==> config.mk <==
export PLATFORM = sky130hd
export DESIGN_NAME = astro_genius
export DESIGN_NICKNAME = d
export VERILOG_FILES = /design/src/hdl/astro_pkg.sv /design/src/hdl/astro_genius.sv /design/src/hdl/placar.sv /design/src/hdl/detector_colisoes.sv /design/src/hdl/banco_asteroides.sv /design/src/hdl/banco_tiros.sv /design/src/hdl/uc_rodada.sv
export VERILOG_INCLUDE_DIRS = /design/src /design/src/hdl
export SDC_FILE = /design/constraint.sdc
export NUM_CORES = 1
export LEC_CHECK = 0
export ABC_AREA = 1
export BUFFER_PORTS_ARGS = -buffer_cell sky130_fd_sc_hd__buf_2
export CAP_MARGIN = 30
export CORE_MARGIN = 8
export CORE_UTILIZATION = 45
export CTS_CLUSTER_SIZE = 10
export DETAILED_ROUTE_END_ITERATION = 12
export PLACE_DENSITY = 0.57
export SLEW_MARGIN = 20
export SYNTH_ARGS = -nofsm -noshare
export SYNTH_HDL_FRONTEND = slang
export SYNTH_SLANG_ARGS = --single-unit
==> constraint.sdc <==
create_clock -name clock -period 5.8 [get_ports clock]
set_input_delay 0.58 -clock clock [delete_from_list [all_inputs] [get_ports clock]]
set_output_delay 0.58 -clock clock [all_outputs]
set_load 0.05 [all_outputs]
==> src/hdl/astro_macros.svh <==
`ifndef ASTRO_MACROS_SVH
`define ASTRO_MACROS_SVH

`define ASTRO_NUM_SLOTS 4

// ship sits fixed in the middle of the field
`define ASTRO_NAVE_X 4'd7
`define ASTRO_NAVE_Y 4'd7

`define ASTRO_VIDAS_INI 2'd3

`define ASTRO_BORDA_MIN 4'd0
`define ASTRO_BORDA_MAX 4'd15

// start table, directions coded as cima 0, baixo 1, direita 2, esquerda 3
`define ASTRO_ASTE_INI_X0 4'd7
`define ASTRO_ASTE_INI_Y0 4'd3
`define ASTRO_ASTE_INI_D0 2'd1
`define ASTRO_ASTE_INI_X1 4'd7
`define ASTRO_ASTE_INI_Y1 4'd12
`define ASTRO_ASTE_INI_D1 2'd0
`define ASTRO_ASTE_INI_X2 4'd2
`define ASTRO_ASTE_INI_Y2 4'd7
`define ASTRO_ASTE_INI_D2 2'd2
`define ASTRO_ASTE_INI_X3 4'd12
`define ASTRO_ASTE_INI_Y3 4'd0
`define ASTRO_ASTE_INI_D3 2'd3

`endif
==> src/hdl/astro_pkg.sv <==
`include "astro_macros.svh"

package astro_pkg;

    typedef logic [3:0] coord_t;

    typedef enum logic [1:0] {
        cima,
        baixo,
        direita,
        esquerda
    } dir_t;

    typedef logic [`ASTRO_NUM_SLOTS-1:0] slot_mask_t;
    typedef logic [1:0] vidas_t;
    typedef logic [2:0] conta_aste_t;

    typedef enum logic [2:0] {
        ocioso,
        registra,
        move_tiros,
        compara_tiros,
        move_aste,
        compara_nave,
        resultado
    } estado_rodada_t;

    // one cell step, 4-bit add wraps modulo 16
    function automatic coord_t delta_x(dir_t d);
        case (d)
            direita: return 4'd1;
            esquerda: return 4'hf;
            default: return 4'd0;
        endcase
    endfunction

    function automatic coord_t delta_y(dir_t d);
        case (d)
            baixo: return 4'd1;
            cima: return 4'hf;
            default: return 4'd0;
        endcase
    endfunction

    function automatic conta_aste_t conta_bits(slot_mask_t m);
        conta_aste_t n;
        n = '0;
        for (int i = 0; i < `ASTRO_NUM_SLOTS; i++) begin
            n = n + conta_aste_t'(m[i]);
        end
        return n;
    endfunction

endpackage

==> src/hdl/astro_genius.sv <==
`include "astro_macros.svh"

module astro_genius import astro_pkg::*; (
    input  logic        clock,
    input  logic        rst,
    input  logic        iniciar,
    input  logic        cmd_valid,
    input  logic        cmd_tiro,
    input  dir_t        cmd_dir,
    input  logic        res_ready,
    output logic        cmd_ready,
    output logic        res_valid,
    output vidas_t      res_vidas,
    output conta_aste_t res_aste_restantes,
    output logic        pronto
);

    // round sequencer strobes
    logic carrega_inicio;
    logic registra_tiro;
    dir_t dir_tiro;
    logic move_tiros;
    logic aplica_acertos;
    logic move_aste;
    logic aplica_nave;
    logic fecha_rodada;
    logic res_livre;

    coord_t tiro_x [`ASTRO_NUM_SLOTS];
    coord_t tiro_y [`ASTRO_NUM_SLOTS];
    coord_t aste_x [`ASTRO_NUM_SLOTS];
    coord_t aste_y [`ASTRO_NUM_SLOTS];
    slot_mask_t tiro_loaded;
    slot_mask_t aste_loaded;

    // hit masks
    slot_mask_t acerto_tiros;
    slot_mask_t acerto_aste;
    slot_mask_t acerto_nave;

    uc_rodada uc_rodada (.*);

    banco_tiros banco_tiros (.*);

    banco_asteroides banco_asteroides (.*);

    detector_colisoes detector_colisoes (.*);

    placar placar (.*);

endmodule

==> src/hdl/placar.sv <==
`include "astro_macros.svh"

module placar import astro_pkg::*; (
    input  logic        clock,
    input  logic        rst,
    input  logic        carrega_inicio,
    input  logic        aplica_nave,
    input  slot_mask_t  acerto_nave,
    input  slot_mask_t  aste_loaded,
    input  logic        fecha_rodada,
    input  logic        res_ready,
    output logic        res_valid,
    output vidas_t      res_vidas,
    output conta_aste_t res_aste_restantes,
    output logic        pronto,
    output logic        res_livre
);

    vidas_t vidas;
    conta_aste_t n_nave;
    conta_aste_t n_aste;

    assign n_nave = conta_bits(acerto_nave);
    assign n_aste = conta_bits(aste_loaded);

    // lives saturate at zero
    always_ff @(posedge clock) begin
        if (rst || carrega_inicio) begin
            vidas <= `ASTRO_VIDAS_INI;
        end else if (aplica_nave) begin
            if (n_nave >= {1'b0, vidas}) begin
                vidas <= '0;
            end else begin
                vidas <= vidas - vidas_t'(n_nave);
            end
        end
    end

    assign pronto = (vidas == '0);

    always_ff @(posedge clock) begin
        if (rst) begin
            res_valid <= 1'b0;
        end else if (fecha_rodada) begin
            res_valid <= 1'b1;
        end else if (res_livre) begin
            res_valid <= 1'b0;
        end
    end

    always_ff @(posedge clock) begin
        if (fecha_rodada) begin
            res_vidas <= vidas;
            res_aste_restantes <= n_aste;
        end
    end

    // result taken on this edge
    assign res_livre = res_valid && res_ready;

endmodule

==> src/hdl/detector_colisoes.sv <==
`include "astro_macros.svh"

module detector_colisoes import astro_pkg::*; (
    input  coord_t     tiro_x [`ASTRO_NUM_SLOTS],
    input  coord_t     tiro_y [`ASTRO_NUM_SLOTS],
    input  slot_mask_t tiro_loaded,
    input  coord_t     aste_x [`ASTRO_NUM_SLOTS],
    input  coord_t     aste_y [`ASTRO_NUM_SLOTS],
    input  slot_mask_t aste_loaded,
    output slot_mask_t acerto_tiros,
    output slot_mask_t acerto_aste,
    output slot_mask_t acerto_nave
);

    slot_mask_t livres;

    always_comb begin
        for (int j = 0; j < `ASTRO_NUM_SLOTS; j++) begin
            acerto_nave[j] = aste_loaded[j] && (aste_x[j] == `ASTRO_NAVE_X)
                && (aste_y[j] == `ASTRO_NAVE_Y);
        end
    end

    // ship is checked first, so those asteroids are not offered to shots
    always_comb begin
        acerto_tiros = '0;
        acerto_aste = '0;
        livres = aste_loaded & ~acerto_nave;
        for (int i = 0; i < `ASTRO_NUM_SLOTS; i++) begin
            for (int j = 0; j < `ASTRO_NUM_SLOTS; j++) begin
                if (tiro_loaded[i] && !acerto_tiros[i] && livres[j]
                        && (tiro_x[i] == aste_x[j]) && (tiro_y[i] == aste_y[j])) begin
                    acerto_tiros[i] = 1'b1;
                    acerto_aste[j] = 1'b1;
                    livres[j] = 1'b0;
                end
            end
        end
    end

endmodule

==> src/hdl/banco_asteroides.sv <==
`include "astro_macros.svh"

module banco_asteroides import astro_pkg::*; (
    input  logic       clock,
    input  logic       rst,
    input  logic       carrega_inicio,
    input  logic       move_aste,
    input  logic       aplica_acertos,
    input  logic       aplica_nave,
    input  slot_mask_t acerto_aste,
    input  slot_mask_t acerto_nave,
    output coord_t     aste_x [`ASTRO_NUM_SLOTS],
    output coord_t     aste_y [`ASTRO_NUM_SLOTS],
    output slot_mask_t aste_loaded
);

    localparam coord_t ini_x [`ASTRO_NUM_SLOTS] = '{
        `ASTRO_ASTE_INI_X0, `ASTRO_ASTE_INI_X1, `ASTRO_ASTE_INI_X2, `ASTRO_ASTE_INI_X3
    };
    localparam coord_t ini_y [`ASTRO_NUM_SLOTS] = '{
        `ASTRO_ASTE_INI_Y0, `ASTRO_ASTE_INI_Y1, `ASTRO_ASTE_INI_Y2, `ASTRO_ASTE_INI_Y3
    };
    // asteroids keep their heading for the whole game
    localparam dir_t ini_d [`ASTRO_NUM_SLOTS] = '{
        dir_t'(`ASTRO_ASTE_INI_D0), dir_t'(`ASTRO_ASTE_INI_D1),
        dir_t'(`ASTRO_ASTE_INI_D2), dir_t'(`ASTRO_ASTE_INI_D3)
    };

    slot_mask_t limpa;

    assign limpa = (aplica_acertos ? acerto_aste : '0) | (aplica_nave ? acerto_nave : '0);

    always_ff @(posedge clock) begin
        for (int i = 0; i < `ASTRO_NUM_SLOTS; i++) begin
            if (rst || carrega_inicio) begin
                aste_x[i] <= ini_x[i];
                aste_y[i] <= ini_y[i];
            end else if (move_aste) begin
                aste_x[i] <= aste_x[i] + delta_x(ini_d[i]);
                aste_y[i] <= aste_y[i] + delta_y(ini_d[i]);
            end
        end
    end

    always_ff @(posedge clock) begin
        if (rst || carrega_inicio) begin
            aste_loaded <= '1;
        end else begin
            aste_loaded <= aste_loaded & ~limpa;
        end
    end

endmodule

==> src/hdl/banco_tiros.sv <==
`include "astro_macros.svh"

module banco_tiros import astro_pkg::*; (
    input  logic       clock,
    input  logic       rst,
    input  logic       carrega_inicio,
    input  logic       registra_tiro,
    input  dir_t       dir_tiro,
    input  logic       move_tiros,
    input  logic       aplica_acertos,
    input  slot_mask_t acerto_tiros,
    output coord_t     tiro_x [`ASTRO_NUM_SLOTS],
    output coord_t     tiro_y [`ASTRO_NUM_SLOTS],
    output slot_mask_t tiro_loaded
);

    dir_t tiro_d [`ASTRO_NUM_SLOTS];
    slot_mask_t livre;
    slot_mask_t novo;
    slot_mask_t na_borda;

    // lowest free slot, one-hot
    assign livre = ~tiro_loaded;
    assign novo = livre & (~livre + 1'b1);

    always_comb begin
        for (int i = 0; i < `ASTRO_NUM_SLOTS; i++) begin
            case (tiro_d[i])
                cima: na_borda[i] = (tiro_y[i] == `ASTRO_BORDA_MIN);
                baixo: na_borda[i] = (tiro_y[i] == `ASTRO_BORDA_MAX);
                direita: na_borda[i] = (tiro_x[i] == `ASTRO_BORDA_MAX);
                default: na_borda[i] = (tiro_x[i] == `ASTRO_BORDA_MIN);
            endcase
        end
    end

    always_ff @(posedge clock) begin
        for (int i = 0; i < `ASTRO_NUM_SLOTS; i++) begin
            if (registra_tiro && novo[i]) begin
                tiro_x[i] <= `ASTRO_NAVE_X;
                tiro_y[i] <= `ASTRO_NAVE_Y;
                tiro_d[i] <= dir_tiro;
            end else if (move_tiros) begin
                tiro_x[i] <= tiro_x[i] + delta_x(tiro_d[i]);
                tiro_y[i] <= tiro_y[i] + delta_y(tiro_d[i]);
            end
        end
    end

    // a full bank simply drops the shot
    always_ff @(posedge clock) begin
        if (rst || carrega_inicio) begin
            tiro_loaded <= '0;
        end else if (registra_tiro) begin
            tiro_loaded <= tiro_loaded | novo;
        end else if (move_tiros) begin
            tiro_loaded <= tiro_loaded & ~na_borda;
        end else if (aplica_acertos) begin
            tiro_loaded <= tiro_loaded & ~acerto_tiros;
        end
    end

endmodule

==> src/hdl/uc_rodada.sv <==
module uc_rodada import astro_pkg::*; (
    input  logic clock,
    input  logic rst,
    input  logic iniciar,
    input  logic cmd_valid,
    input  logic cmd_tiro,
    input  dir_t cmd_dir,
    input  logic pronto,
    input  logic res_livre,
    output logic cmd_ready,
    output logic carrega_inicio,
    output logic registra_tiro,
    output dir_t dir_tiro,
    output logic move_tiros,
    output logic aplica_acertos,
    output logic move_aste,
    output logic aplica_nave,
    output logic fecha_rodada
);

    estado_rodada_t estado;
    estado_rodada_t proximo;
    logic tiro_q;
    logic fechado;
    logic aceita;
    logic ativo;

    assign cmd_ready = (estado == ocioso) && !iniciar;
    assign aceita = cmd_valid && cmd_ready;
    assign carrega_inicio = (estado == ocioso) && iniciar;

    // game over freezes the field, the round still reports
    assign ativo = !pronto;

    // state names shadowed by port names need the package scope
    always_comb begin
        proximo = estado;
        case (estado)
            ocioso: begin
                if (aceita) begin
                    proximo = registra;
                end
            end
            registra: proximo = astro_pkg::move_tiros;
            astro_pkg::move_tiros: proximo = compara_tiros;
            compara_tiros: proximo = astro_pkg::move_aste;
            astro_pkg::move_aste: proximo = compara_nave;
            compara_nave: proximo = resultado;
            resultado: begin
                if (fechado && res_livre) begin
                    proximo = ocioso;
                end
            end
            default: proximo = ocioso;
        endcase
    end

    always_ff @(posedge clock) begin
        if (rst) begin
            estado <= ocioso;
            fechado <= 1'b0;
        end else begin
            estado <= proximo;
            fechado <= (estado == resultado) && (proximo == resultado);
        end
    end

    // command latch
    always_ff @(posedge clock) begin
        if (aceita) begin
            tiro_q <= cmd_tiro;
            dir_tiro <= cmd_dir;
        end
    end

    assign registra_tiro = (estado == registra) && tiro_q && ativo;
    assign move_tiros = (estado == astro_pkg::move_tiros) && ativo;
    assign aplica_acertos = ((estado == compara_tiros) || (estado == compara_nave)) && ativo;
    assign move_aste = (estado == astro_pkg::move_aste) && ativo;
    assign aplica_nave = (estado == compara_nave) && ativo;
    assign fecha_rodada = (estado == resultado) && !fechado;

endmodule

Yosys cells after proc, flatten, opt, wreduce, memory -nomap -nowiden
Memories as Yosys holds them, arrays and structs flattened.
Index checks and enable logic that the tools add are counted.
{"block": "totals", "reg_bits": 87, "mem_bits_rw": 8, "in_bits": 8, "out_inout_bits": 8, "elab_cells": 358, "memories": 1}
{"block": "classes", "n_addsub": 24, "order_cmp": 1, "n_eq_ne": 67, "mux": 105, "n_bitwise": 13, "n_reduce_logical": 121}
{"name": "banco_tiros.tiro_d", "words": 4, "word_bits": 2, "rd": 4, "rd_ports_with_merged_regs": 0, "write_ports": 1, "line": "banco_tiros.sv:17", "source": "dir_t tiro_d [`ASTRO_NUM_SLOTS];"}
{"cell": "4-bit equality test", "count": 32}
{"cell": "4-bit 2-to-1 mux", "count": 27}
{"cell": "1-bit logical AND", "count": 85}
{"cell": "4-bit adder", "count": 16}
{"cell": "4-bit case mux with 2 select lines", "count": 8}
{"cell": "1-bit 2-to-1 mux", "count": 56}
{"cell": "4-bit by 3-bit equality test with 1-bit output (second input constant)", "count": 8}
{"cell": "4-bit equality test (second input constant)", "count": 8}
{"cell": "4-bit logical NOT", "count": 8}
{"cell": "4-bit inverter", "count": 6}
{"cell": "3-bit case mux with 7 select lines", "count": 1}
{"cell": "4-bit bitwise AND", "count": 5}
{"cell": "2-bit equality test (second input constant)", "count": 8}
{"cell": "1-bit logical NOT", "count": 15}
{"cell": "2-bit 2-to-1 mux", "count": 7}
{"cell": "3-bit by 1-bit adder with 3-bit output", "count": 4}
{"cell": "3-bit equality test (second input constant)", "count": 4}
{"cell": "1-bit case mux with 3 select lines", "count": 4}
{"cell": "2-bit logical NOT", "count": 5}
{"cell": "2-bit by 1-bit equality test with 1-bit output (second input constant)", "count": 4}
{"cell": "4-bit bitwise OR", "count": 2}
{"cell": "3-bit by 2-bit equality test with 1-bit output (second input constant)", "count": 2}
{"cell": "3-bit 2-to-1 mux", "count": 2}
{"cell": "2-bit OR reduction", "count": 3}
{"cell": "other kinds (9)", "count": 11}

Logic depth before layout (Yosys ltp)
Gate-level depths: netlist (run 1).
{"block": "depth", "ltp_word": 44, "depth_mapped": 18, "depth_no_buf": 18}

By module
Synthesis (run 1) repeated with hierarchy kept, for this count alone.
{"block": "hier_totals", "hier_cells": 1140, "hier_area_um2": 7646.1}
{"module": "banco_tiros", "n_inst": 1, "cells_each": 386, "area_each_um2": 3193.1, "seq_area_each_um2": 960.9}
{"module": "detector_colisoes", "n_inst": 1, "cells_each": 529, "area_each_um2": 2631.3, "seq_area_each_um2": 0.0}
{"module": "banco_asteroides", "n_inst": 1, "cells_each": 133, "area_each_um2": 1017.2, "seq_area_each_um2": 400.4}
{"module": "placar", "n_inst": 1, "cells_each": 47, "area_each_um2": 467.9, "seq_area_each_um2": 210.2}
{"module": "uc_rodada", "n_inst": 1, "cells_each": 45, "area_each_um2": 336.6, "seq_area_each_um2": 170.2}

Worst setup path after synthesis (run 1)
OpenSTA, ideal clock, no wires.
{"block": "synth_timing", "path_type": "register -> register", "startpoint": "reg banco_asteroides.aste_y[13] (netlist name)", "endpoint": "reg placar.vidas[0]", "setup_ps": 127, "arrival_time_ps": 2199, "required_ps": 5673, "path_slack_ps": 3475, "stages_incl_launch_ff": 12, "path_buffers": 0, "period_less_slack_ps": 2325, "path_cell_list": "dfxtp_1 ha_1 nand3_2 nor2_1 ha_1 ha_1 inv_1 fa_1 nor2_1 a21boi_0 nand3_1 o211ai_1"}
{"block": "synth_via", "elab_chain_cells": 7, "elab_cells_between_ends": 8, "classes_between": "add/sub (4); order compare (1); eq/ne (1); mux (1); reduce/logical (1)"}
{"item": "start: declaration", "line": "banco_asteroides.sv:13", "source": "output coord_t aste_y [`ASTRO_NUM_SLOTS],"}
{"item": "start signal: indexed assignment", "line": "banco_asteroides.sv:37", "source": "aste_y[i] <= ini_y[i];"}
{"item": "start signal: indexed assignment", "line": "banco_asteroides.sv:40", "source": "aste_y[i] <= aste_y[i] + delta_y(ini_d[i]);"}
{"item": "4-bit by 3-bit equality test with 1-bit output (no source line) (*)"}
{"item": "1-bit logical AND (*)", "line": "detector_colisoes.sv:19", "source": "acerto_nave[j] = aste_loaded[j] && (aste_x[j] == `ASTRO_NAVE_X)"}
{"item": "1-bit by 1-bit adder with 2-bit output (*)", "line": "astro_pkg.sv:49", "source": "n = n + conta_aste_t'(m[i]);"}
{"item": "3-bit by 1-bit adder with 3-bit output (*) (2 in series)", "line": "astro_pkg.sv:49"}
{"item": "3-bit by 2-bit greater-or-equal comparator with 1-bit output / 2-bit subtractor (equally long branches)", "line": "placar.sv:31, placar.sv:34"}
{"item": "2-bit 2-to-1 mux (*)", "line": "placar.sv:31", "source": "if (n_nave >= {1'b0, vidas}) begin"}
{"item": "end signal: assignment", "line": "placar.sv:29", "source": "vidas <= `ASTRO_VIDAS_INI;"}
{"item": "end signal: assignment", "line": "placar.sv:34", "source": "vidas <= vidas - vidas_t'(n_nave);"}
{"item": "end: declaration", "line": "placar.sv:19", "source": "vidas_t vidas;"}
Mark *: on every way between the ends. The rest lies on a longest branch, timed or not.
A chain may end at the register's enable or synchronous reset.

Worst setup path in the final report (run 1)
{"block": "layout_timing", "startpoint": "reg banco_asteroides.aste_y[8] (netlist name)", "endpoint": "reg placar.vidas[0]"}
Same word-level chain as after synthesis.

==> results of run 1 <==
-- flip-flops by register name, summed over array words and instances (netlist names) --
| name | flops |
|---|---|
| banco_asteroides.aste_x | 8 |
| placar.res_valid | 1 |
| placar.res_vidas | 2 |
| placar.vidas | 2 |
| banco_asteroides.aste_loaded | 4 |
| uc_rodada.estado | 3 |
| banco_tiros.tiro_loaded | 4 |
| banco_asteroides.aste_y | 8 |
| uc_rodada.fechado | 1 |
| placar.res_aste_restantes | 3 |
| banco_tiros.tiro_x | 16 |
| banco_tiros.tiro_d | 8 |
| uc_rodada.dir_tiro | 2 |
| banco_tiros.tiro_y | 16 |
| uc_rodada.tiro_q | 1 |
-- power by group --
part,switching (mW),total (mW),internal [mW]
clock,0.237,0.525,0.288
sequential,0.252,0.934,0.682
combinational,0.535,0.874,0.340
-- cells by family after synthesis --
family	synth area share, %
xor gates and xnor gates	3.465
DFF	27.56
buffers and inverters	9.465
AOI/OAI and AO/OA	15.76
adders and majority gates	14.57
and+or+nand+nor	29.17
-- per-layer routing --
metal	global-route usage [%]	part of all wire, %	vias to the layer above
met5	0	0	-
met3	3.195	8.0	38
met2	36.73	46	224
met4	8.734	2.9	0
met1	28.21	43	2860
li1	-	-	2950
-- metrics by stage --
stage	area, µm²	std cells	hold slack [ns]
floorplan	6319	881	0.4422
global placement	6523	1058	0.4539
CTS	6809	1075	0.4019
global route	6809	1075	0.4045
finish	6809	1075	0.4094
detailed placement	6550	1059	0.4572
-- synthesized netlist by cell type (all sizes together), types with 3 or more instances --
cell | n | area, µm²
a211oi | 7 | 52.55
a21o | 5 | 37.54
a21oi | 48 | 266.5
a31oi | 6 | 52.55
and2 | 3 | 18.77
buf | 13 | 87.58
clkbuf | 8 | 33.78
dfxtp | 63 | 1261
edfxtp | 16 | 480.5
fa | 11 | 220.2
ha | 56 | 700.7
inv | 127 | 476.7
nand2 | 184 | 713.2
nand3 | 44 | 270.3
nand4 | 18 | 112.6
nor2 | 105 | 419.2
nor3 | 24 | 135.1
nor4 | 8 | 50.05
o211ai | 31 | 232.7
o21ai | 41 | 205.2
o22ai | 8 | 50.05
or2 | 9 | 56.30
xnor2 | 11 | 96.34
xor2 | 14 | 122.6
-- worst max-delay path, stage by stage (launching register included) --
cell	delay, ns
dfxtp_1	0.53
ha_1	0.23
nand2_2	0.06
nor3_1	0.37
ha_1	0.32
ha_1	0.21
inv_1	0.08
fa_1	0.45
nor2_1	0.10
a21boi_0	0.11
nand3_1	0.10
o211ai_1	0.09
-- cell type report --
class	count	area (µm²)	area share, %
clock buffer	12	236.5	3.473
clock inverter	4	22.52	0.3308
inverter	127	476.7	7.001
multi-input combinational	654	3981	58.47
sequential	79	1742	25.58
tap	180	225.2	3.308
timing repair buffer	19	125.1	1.838
-- how the worst min path moves through the flow --
stage / start / endpoint / slack (ns) / cells after the start
CTS: cmd_dir[1] / uc_rodada.dir_tiro[1] / 0.40 / 1
detailed placement: banco_asteroides.aste_loaded[1] / banco_asteroides.aste_loaded[1] / 0.46 / 2
floorplan: banco_asteroides.aste_loaded[1] / banco_asteroides.aste_loaded[1] / 0.44 / 2
global route: cmd_tiro / uc_rodada.tiro_q / 0.40 / 1
finish: cmd_dir[1] / uc_rodada.dir_tiro[1] / 0.41 / 1
global placement: banco_asteroides.aste_loaded[1] / banco_asteroides.aste_loaded[1] / 0.45 / 2
==> reports/summary.txt, run 1 <==
Worst Max-Slew Pin Slew -> 0.8097 ns
capture point of the worst reg-to-reg path -> placar.vidas[0]
Core ar. -> 13770 µm²
clk sinks -> 79
Post-Place Setup Slack -> 2.999 ns
number of flops mapped to enable cells by yosys -> 16
Vias -> 6072
Yosys reg bits -> 79
# IOs -> 16
Worst R2R Start -> banco_asteroides.aste_y[8]
Die W -> 134.5 µm
fill count -> 1403
headroom to the max-slew limit -> 45.61%
first-pass GRT wire length -> 31.26 mm
Root Buffer -> clkbuf_16
setup tns final -> 0 ns
crit path capture type -> flip-flop
vias in the first global route -> 5883
per-cell routed wire length -> 18.03 µm
Setup crit end -> placar.vidas[0]
Leak -> 3.085 nW
Routed WL -> 19.38 mm
Final Util -> 49.44%
Design Power -> 2.333 mW
CTS hold repair buffers -> 0
Fmax -> 358.9 MHz
worst ir drop on vdd -> 0.1788 mV
H-tree level count -> 3
Initial DRC Count -> 488
initial core utilization -> 45.88%
hold crit path type -> input port to flip-flop
crit path DAT -> 2.98 ns
DR DRC count -> 0
RSZ-0062 raised after global routing -> false
vias per cell -> 5.648
post-synthesis cell area -> 6319 µm²
Setup crit start -> banco_asteroides.aste_y[8]
Tot GR Track Use -> 22.10%
Final nets -> 965
Die Footprint -> 18090 µm²
Mapped Nets -> 956
Placer Congestion -> 0.9616
worst reg2reg path depth -> 11
Crit Path Class -> flip-flop to flip-flop
fin crit share -> 48.04%
post-synthesis sequential area ratio -> 27.56%
Syn Inst Count -> 881
TritonCTS clock tree -> yes
commonest non-fill, non-tap cell in the layout -> nand2_1
Worst-Skew Late Latency -> 0.35 ns
final setup skew -> 0.01129 ns
final worst slack -> 3.014 ns
Clock Path Buffers -> 2
diode count -> 0
Die Span Y -> 134.5 µm
most frequent cells in the layout -> nand2_1 (179), inv_1 (114), nor2_1 (96)
row count -> 43
Syn Area/Cell -> 7.172 µm²
cts bufs inserted -> 9
Cell Pwr Density -> 342.7 nW/µm²
Area growth, synth to finish -> 7.762%
Final Setup Violations -> 0
Routed Antenna Nets -> 0
DP Wirelength -> 15.00 mm
Max Slew Vio Count -> 0
antenna violations before repair -> 0
post-CTS setup buffers -> 0
clock-pin slew on the worst setup and hold paths -> 0.06 ns
largest net degree at the start of global routing -> 35
Final min period -> 2.786 ns
post_cts resized -> 0
status -> finished, final reports clean
Overflow after GRT -> 0
Crit Path Max Fanout -> 8
unique cell type count in the Yosys netlist -> 53
Worst Path Required -> 6.00 ns
I/O Buffers -> 15
first drt pass iteration count -> 5
reg-to-reg slack, setup -> 3.01 ns
top_reg_cell synth -> dfxtp_1
share of layout cells above drive strength 1 -> 9.385%
asr flop ratio synth -> 0%
Final Hold Fails -> 0
Synth warnings -> 0
count of max-cap constraint violations -> 0
CP Launch Type -> flip-flop
Power figures use the tool's default switching activity.
==> run 2: changes to the inputs <==
==> constraint.sdc (replaced) <==
create_clock -name clock -period 2.7 [get_ports clock]
set_input_delay 0.27 -clock clock [delete_from_list [all_inputs] [get_ports clock]]
set_output_delay 0.27 -clock clock [all_outputs]
set_load 0.05 [all_outputs]
==> run 2 against run 1 <==
  * Critical path depth is 1 lower
  * Cell count is 1.8% higher
  * Largest cell class unchanged
  * Via count is 1.1% higher
  * Die area stayed put
  * Register-to-register slack worse by 2.9 ns
  * Global-route usage is 0.098 points higher
  * Worst setup slack worse by 2.9 ns
  * First-iteration DRC count is 31% higher
  * Design area is 3.4% higher
  * Wire length is 1.9% higher
  * Flip-flop and latch count stayed put
  * Clock skew is 0.0017 ns lower
==> reports/summary.txt, run 2 (synthesis gave the netlist of run 1 again) <==
status -> finished, final reports clean
largest net degree at the start of global routing -> 29 (-17%)
Initial DRC Count -> 637 (+31%)
worst ir drop on vdd -> 0.3414 mV (+91%)
Final Util -> 51.11% (+1.7 points)
Final nets -> 984 (+2.0%)
TritonCTS clock tree -> yes
Max Slew Vio Count -> 0 (unchanged)
Root Buffer -> clkbuf_16
worst reg2reg path depth -> 10 (-1)
Final min period -> 2.607 ns (-0.1791 ns)
Worst Max-Slew Pin Slew -> 0.8415 ns (+0.03187 ns)
diode count -> 0 (unchanged)
antenna violations before repair -> 0 (unchanged)
Hold EP -> uc_rodada.tiro_q
Leak -> 3.232 nW (+4.8%)
fin crit share -> 96.56% (+49 points)
clock-pin slew on the worst setup and hold paths -> 0.07 ns (about the same)
Vias -> 6137 (+1.1%)
H-tree level count -> 3 (unchanged)
share of layout cells above drive strength 1 -> 11.82% (+2.4 points)
Area growth, synth to finish -> 11.41%
Cell Pwr Density -> 749.7 nW/µm² (+120%)
capture point of the worst reg-to-reg path -> placar.vidas[0]
# IOs -> 16 (unchanged)
vias per cell -> 5.610 (-0.68%)
clk sinks -> 79 (unchanged)
Worst-Skew Late Latency -> 0.36 ns (about the same)
Setup crit start -> banco_asteroides.aste_x[5]
Crit Path Max Fanout -> 7 (-1)
biggest regs -> banco_tiros.tiro_x (16), banco_tiros.tiro_y (16)
Routed WL -> 19.75 mm (+1.9%)
Tot GR Track Use -> 22.20% (+0.098 points)
reg-to-reg slack, setup -> 0.09 ns (-2.92 ns)
fill count -> 1386 (-1.2%)
Design Power -> 5.277 mW (+130%)
Cell Int Power -> 3.098 mW (+140%)
Clock Path Buffers -> 2 (unchanged)
switch share -> 41.29% (-2.6 points)
Worst Hold Launch -> cmd_tiro
Area after DPL -> 6698 µm² (+2.3%)
Overflow after GRT -> 0 (unchanged)
Comb power frac -> 37.0% (-0.5 points)
DR DRC count -> 0 (unchanged)
Reg power frac -> 36.7% (-3.3 points)
vias in the first global route -> 5949 (+1.1%)
Placer Congestion -> 0.9363 (-2.6%)
Worst R2R Start -> banco_asteroides.aste_x[5]
DP Wirelength -> 15.20 mm (+1.3%)
first drt pass iteration count -> 9 (+4)
final setup skew -> 0.009624 ns (-0.001662 ns)
CTS hold repair buffers -> 0 (unchanged)
crit path capture type -> flip-flop
first-pass GRT wire length -> 31.24 mm (about the same)
cts bufs inserted -> 9 (unchanged)
hold crit path type -> input port to flip-flop
Die Span Y -> 134.5 µm (unchanged)
Crit Path Class -> flip-flop to flip-flop
setup tns final -> 0 ns (unchanged)
Die Footprint -> 18090 µm² (unchanged)
Die W -> 134.5 µm (unchanged)
Routed Antenna Nets -> 0 (unchanged)
hold path cells -> 1 (unchanged)
count of max-cap constraint violations -> 0 (unchanged)
headroom to the max-slew limit -> 43.47% (-2.1 points)
most frequent cells in the layout -> nand2_1 (179), inv_1 (114), nor2_1 (95)
initial core utilization -> 45.88% (unchanged)
post-route cell area -> 7039 µm² (+3.4%)
crit path DAT -> 2.88 ns (-0.10 ns)
CP Launch Type -> flip-flop
Fmax -> 383.6 MHz (+6.9%)
RSZ-0062 raised after global routing -> false
Final Hold Fails -> 0 (unchanged)
Final Setup Violations -> 0 (unchanged)
Post-Place Setup Slack -> 0.1042 ns (-2.895 ns)
final worst slack -> 0.09291 ns (-2.921 ns)
sw power -> 2.179 mW (+110%)
commonest non-fill, non-tap cell in the layout -> nand2_1
row count -> 43 (unchanged)
Core ar. -> 13770 µm² (unchanged)
power share of the clock group -> 26.3% (+3.8 points)
I/O Buffers -> 15 (unchanged)
Worst Path Required -> 2.97 ns (-3.03 ns)
per-cell routed wire length -> 18.05 µm (+0.15%)
run 2: how the worst max path moves through the flow:
stage / end / slack [ns] / cells after the start
after floorplan: placar.vidas[0] / 0.37 / 11
after global placement: placar.vidas[0] / 0.23 / 11
after detailed placement: placar.vidas[0] / 0.10 / 11
after CTS: placar.vidas[0] / 0.1 / 11
after global routing: placar.vidas[0] / 0.02 / 10
final: placar.vidas[0] / 0.09 / 10
run 2: power by group through the flow:
stage          combinational, mW  sequential (mW)  clock [mW]
3_5_place_dp                1.93             1.95           0
3_3_place_gp                1.87             1.95           0
6_report                    1.95             1.94        1.39
2_1_floorplan               1.51             1.76           0
4_1_cts                     1.94             1.92        1.40
5_1_grt                     2.22             1.98        1.45
run 2: worst max-delay path, stage by stage, from the launching register on:
cell	delay, ns
dfxtp_1	0.48
ha_1	0.29
nand3_1	0.09
nor2_1	0.29
fa_1	0.51
ha_1	0.30
inv_1	0.08
nand2_1	0.05
a21boi_0	0.22
nand3_1	0.11
o211ai_1	0.09
run 2: metrics by stage:
step / instances / hold WS, ns
6_report: 1094 / 0.09433
5_1_grt: 1094 / 0.08388
4_1_cts: 1094 / 0.08126
3_5_place_dp: 1078 / 0.4486
3_3_place_gp: 1078 / 0.4471
2_1_floorplan: 881 / 0.3394
run 2: area by class of cell:
| class | instances | area, µm² | area share, % |
|---|---|---|---|
| clock buffer | 15 | 309.0 | 4.390 |
| clock inverter | 1 | 30.03 | 0.4266 |
| inverter | 127 | 476.7 | 6.772 |
| multi-input combinational | 654 | 3984 | 56.59 |
| sequential | 79 | 1742 | 24.74 |
| tap | 180 | 225.2 | 3.199 |
| timing repair buffer | 38 | 272.8 | 3.875 |
run 2: timing repair:
action                                  4_1_cts  5_1_grt
gates resized for setup                       0        1
buffers inserted                              0        0
endpoints found under the setup margin        0        1
run 2: layer usage:
layer / GRT usage, % / share of wire (%) / vias to the layer above / wire length (µm)
met2: 35.37 / 45 / 254 / 8938
li1: - / - / 2987 / -
met3: 3.640 / 7.3 / 35 / 1439
met4: 10.48 / 3.3 / 0 / 645
met5: 0 / 0 / - / 0
met1: 28.70 / 44 / 2861 / 8728
==> run 3: changes to the inputs <==
--- a/config.mk
+++ b/config.mk
@@ -13,8 +13,10 @@
 export CORE_UTILIZATION = 45
 export CTS_CLUSTER_SIZE = 10
 export DETAILED_ROUTE_END_ITERATION = 12
-export PLACE_DENSITY = 0.57
+export PLACE_DENSITY = 0.56
+export REMOVE_ABC_BUFFERS = 1
 export SLEW_MARGIN = 20
 export SYNTH_ARGS = -nofsm -noshare
 export SYNTH_HDL_FRONTEND = slang
+export SYNTH_HIERARCHICAL = 1
 export SYNTH_SLANG_ARGS = --single-unit
==> run 3 against run 2 <==
  * Clock-buffer cell count shrank 6
  * Global-route usage grew 1.3 points
  * Critical path depth grew 8
  * Worst setup slack gained 0.11 ns
  * Critical endpoint is now banco_tiros/tiro_loaded[3]
  * Sequential share of layout area shrank 4.5 points
  * Worst hold slack lost 0.0068 ns
  * Total power grew 23%
  * Die area grew 18%
  * Clock power is essentially flat
  * Non-clock buffer count grew 38
==> reports/summary.txt, run 3 <==
status -> finished, final reports clean
Crit Path Max Fanout -> 8 (+1)
clock-pin slew on the worst setup and hold paths -> 0.07 ns (about the same)
Leak -> 4.164 nW (+29%)
Routed WL -> 25.38 mm (+28%)
vias per cell -> 5.385 (-4.0%)
Overflow after GRT -> 0 (unchanged)
count of max-cap constraint violations -> 0 (unchanged)
I/O Buffers -> 15 (unchanged)
cts bufs inserted -> 9 (unchanged)
Root Buffer -> clkbuf_16
Die W -> 146.4 µm (+8.8%)
Vias -> 7706 (+26%)
Final Hold Fails -> 0 (unchanged)
biggest regs -> banco_tiros/tiro_x (16), banco_tiros/tiro_y (16)
crit path capture type -> flip-flop
Routed Antenna Nets -> 0 (unchanged)
antenna violations before repair -> 0 (unchanged)
hold path cells -> 1 (unchanged)
Hold EP -> uc_rodada/dir_tiro[1]
initial core utilization -> 46.11% (+0.23 points)
DR DRC count -> 0 (unchanged)
capture point of the worst reg-to-reg path -> banco_tiros/tiro_loaded[3]
headroom to the max-slew limit -> 60.01% (+17 points)
CP Launch Type -> flip-flop
Worst-Skew Late Latency -> 0.35 ns (about the same)
Fmax -> 400.0 MHz (+4.3%)
critical-path cell list -> buf_4 -> inv_2 -> nand2_1 -> nand2_1 -> nor2_1 -> nand2_1 -> nor2_1 -> nand4_1 -> nor2_1 -> o21bai_4 -> nor2_4 -> nand2_4 -> nand3_1 -> nand2_1 -> nand3_1 -> nor2_1 -> nor2_1 -> a21oi_1
Cell Pwr Density -> 752.8 nW/µm² (+0.41%)
Design Power -> 6.475 mW (+23%)
H-tree level count -> 3 (unchanged)
fill count -> 1717 (+24%)
post-CTS setup buffers -> 0 (unchanged)
DP Wirelength -> 20.85 mm (+37%)
TritonCTS clock tree -> yes
Die Span Y -> 146.4 µm (+8.8%)
Placer Congestion -> 0.9904 (+5.8%)
most frequent cells in the layout -> nand2_1 (259), inv_1 (145), nor2_1 (140)
worst reg2reg path depth -> 18 (+8)
crit path DAT -> 2.78 ns (-0.10 ns)
share of layout cells above drive strength 1 -> 15.52% (+3.7 points)
RSZ-0062 raised after global routing -> false
top cells by count, synth -> nand2_1 (259), inv_1 (145), nor2_1 (141)
Area contributors post-synth -> dfxtp_1 (16%), nand2_1 (13%), ha_1 (9.3%)
Crit Path Class -> flip-flop to flip-flop
Worst Path Required -> 2.98 ns (about the same)
hold crit path type -> input port to flip-flop
top_reg_cell synth -> dfxtp_1
vias in the first global route -> 7193 (+21%)
unique cell type count in the Yosys netlist -> 52 (-1.9%)
first-pass GRT wire length -> 39.63 mm (+27%)
most common cell in the synthesized netlist -> nand2_1
Initial DRC Count -> 576 (-9.6%)
post-synth top area share -> 16.49% (-3.5 points)
Max stage delay on crit path -> 0.34 ns (-0.17 ns)
Final Setup Violations -> 0 (unchanged)
commonest non-fill, non-tap cell in the layout -> nand2_1
final setup skew -> 0.009676 ns (+0.00005193 ns)
Yosys top cell by area -> dfxtp_1
clk sinks -> 79 (unchanged)
largest net degree at the start of global routing -> 35 (+21%)
setup tns final -> 0 ns (unchanged)
Syn Area/Cell -> 6.707 µm² (-6.5%)
Final min period -> 2.500 ns (-0.1073 ns)
worst path bufs/invs -> 2 (+1)
most repeated library cell on the critical path -> nor2_1
fin crit share -> 92.59% (-4.0 points)
hold slack -> 0.08748 ns (-0.006842 ns)
Tot GR Track Use -> 23.51% (+1.3 points)
Worst R2R Start -> banco_asteroides/aste_y[15]
Synth warnings -> 6 (+6)
final worst slack -> 0.2002 ns (+0.1073 ns)
worst ir drop on vdd -> 0.3623 mV (+6.1%)
asr flop ratio synth -> 0% (unchanged)
Worst Hold Launch -> cmd_dir[1]
Final Util -> 51.87% (+0.76 points)
reg-to-reg slack, setup -> 0.20 ns (+0.11 ns)
Yosys reg bits -> 79 (unchanged)
Worst Max-Slew Pin Slew -> 0.5943 ns (-0.2472 ns)
post-synthesis sequential area ratio -> 22.78% (-4.8 points)
first drt pass iteration count -> 5 (-4)
Post-Place Setup Slack -> 0.1414 ns (+0.03719 ns)
Core ar. -> 16580 µm² (+20%)
Final nets -> 1282 (+30%)
# IOs -> 16 (unchanged)
row count -> 47 (+9.3%)
per-cell routed wire length -> 17.73 µm (-1.8%)
slowest stage cell, crit path -> dfxtp_1
family with the most delay on the worst path -> simple AND/OR/NAND/NOR gates
diode count -> 0 (unchanged)
Area growth, synth to finish -> 12.50%
Clock Path Buffers -> 2 (unchanged)
Syn Inst Count -> 1140 (+29%)
number of flops mapped to enable cells by yosys -> 16 (unchanged)
Die Footprint -> 21420 µm² (+18%)
post-synthesis cell area -> 7646 µm² (+21%)
Max Slew Vio Count -> 0 (unchanged)
run 3: cell count changes in the layout (fill, tap and decap cells not counted), sizes merged, moves of 6 or more:
| cell | before | now |
|---|---|---|
| a31oi | 6 | 0 |
| conb | 0 | 16 |
| o22ai | 8 | 31 |
| nand3 | 44 | 72 |
| nand2 | 184 | 276 |
| xor2 | 14 | 28 |
| nor2 | 105 | 164 |
| clkbuf | 15 | 9 |
| o211ai | 31 | 12 |
| buf | 38 | 76 |
| inv | 127 | 171 |
| nor3 | 24 | 12 |
run 3: kinds of logic after synthesis:
| group | after synthesis | share of synthesized area, % |
|---|---|---|
| buffers and inverters | 202 | 11.49 |
| and+or+nand+nor | 581 | 34.64 |
| AOI/OAI and AO/OA | 164 | 13.75 |
| adders and majority gates | 68 | 12.21 |
| xor gates and xnor gates | 44 | 5.040 |
| DFF | 79 | 22.78 |
| other | 2 | 0.09822 |
run 3: routing by layer:
metal	share of wire, %	global-route usage (%)
met1	46	30.54
met2	45	38.06
met3	5.1	2.936
met4	4.2	10.97
met5	0	0
run 3: through the flow:
stage / instance area (µm²) / cells
after floorplan: 7447 / 1119
after global placement: 8258 / 1415
after detailed placement: 8258 / 1415
after CTS: 8592 / 1431
after global routing: 8602 / 1431
final: 8602 / 1431
run 3: final cells by class:
cell class	count	area (µm²)	area share, %
Tap cell	220	275.3	3.200
Sequential cell	79	1745	20.29
Clock buffer	9	225.2	2.618
Timing Repair Buffer	76	533.0	6.196
Inverter	167	626.9	7.287
Clock inverter	7	108.9	1.265
Multi-Input combinational cell	873	5087	59.14
run 3: report_power, final:
group	leakage, nW	switching [mW]	total [mW]	internal, mW
sequential	0.664	0.480	1.94	1.46
clock	0.164	0.563	1.39	0.832
combinational	3.34	1.89	3.14	1.25
run 3: timing repair:
action                     in CTS  in global routing
hold endpoints to repair        0                  0
gates resized for setup         0                  4
setup endpoints to repair       0                  4
hold buffers                    0                  0
run 3: worst max path at each step:
| stage | startpoint | endpoint | slack, ns | depth (start not counted) |
|---|---|---|---|---|
| floorplan | placar/vidas[0] | banco_tiros/tiro_loaded[0] | 0.05 | 8 |
| global placement | banco_asteroides/aste_y[10] | placar/vidas[1] | 0.19 | 10 |
| detailed placement | banco_asteroides/aste_y[10] | placar/vidas[1] | 0.14 | 10 |
| CTS | banco_asteroides/aste_y[10] | placar/vidas[1] | 0.12 | 10 |
| global route | banco_tiros/tiro_y[15] | banco_tiros/tiro_loaded[3] | 0.02 | 20 |
| finish | banco_asteroides/aste_y[15] | banco_tiros/tiro_loaded[3] | 0.20 | 18 |
run 3: worst register-to-register path, stage by stage (launching register included):
cell	delay (ns)
dfxtp_1	0.34
buf_4	0.19
inv_2	0.09
nand2_1	0.10
nand2_1	0.07
nor2_1	0.10
nand2_1	0.07
nor2_1	0.08
nand4_1	0.19
nor2_1	0.30
o21bai_4	0.20
nor2_4	0.06
nand2_4	0.08
nand3_1	0.10
nand2_1	0.07
nand3_1	0.07
nor2_1	0.11
nor2_1	0.06
a21oi_1	0.14
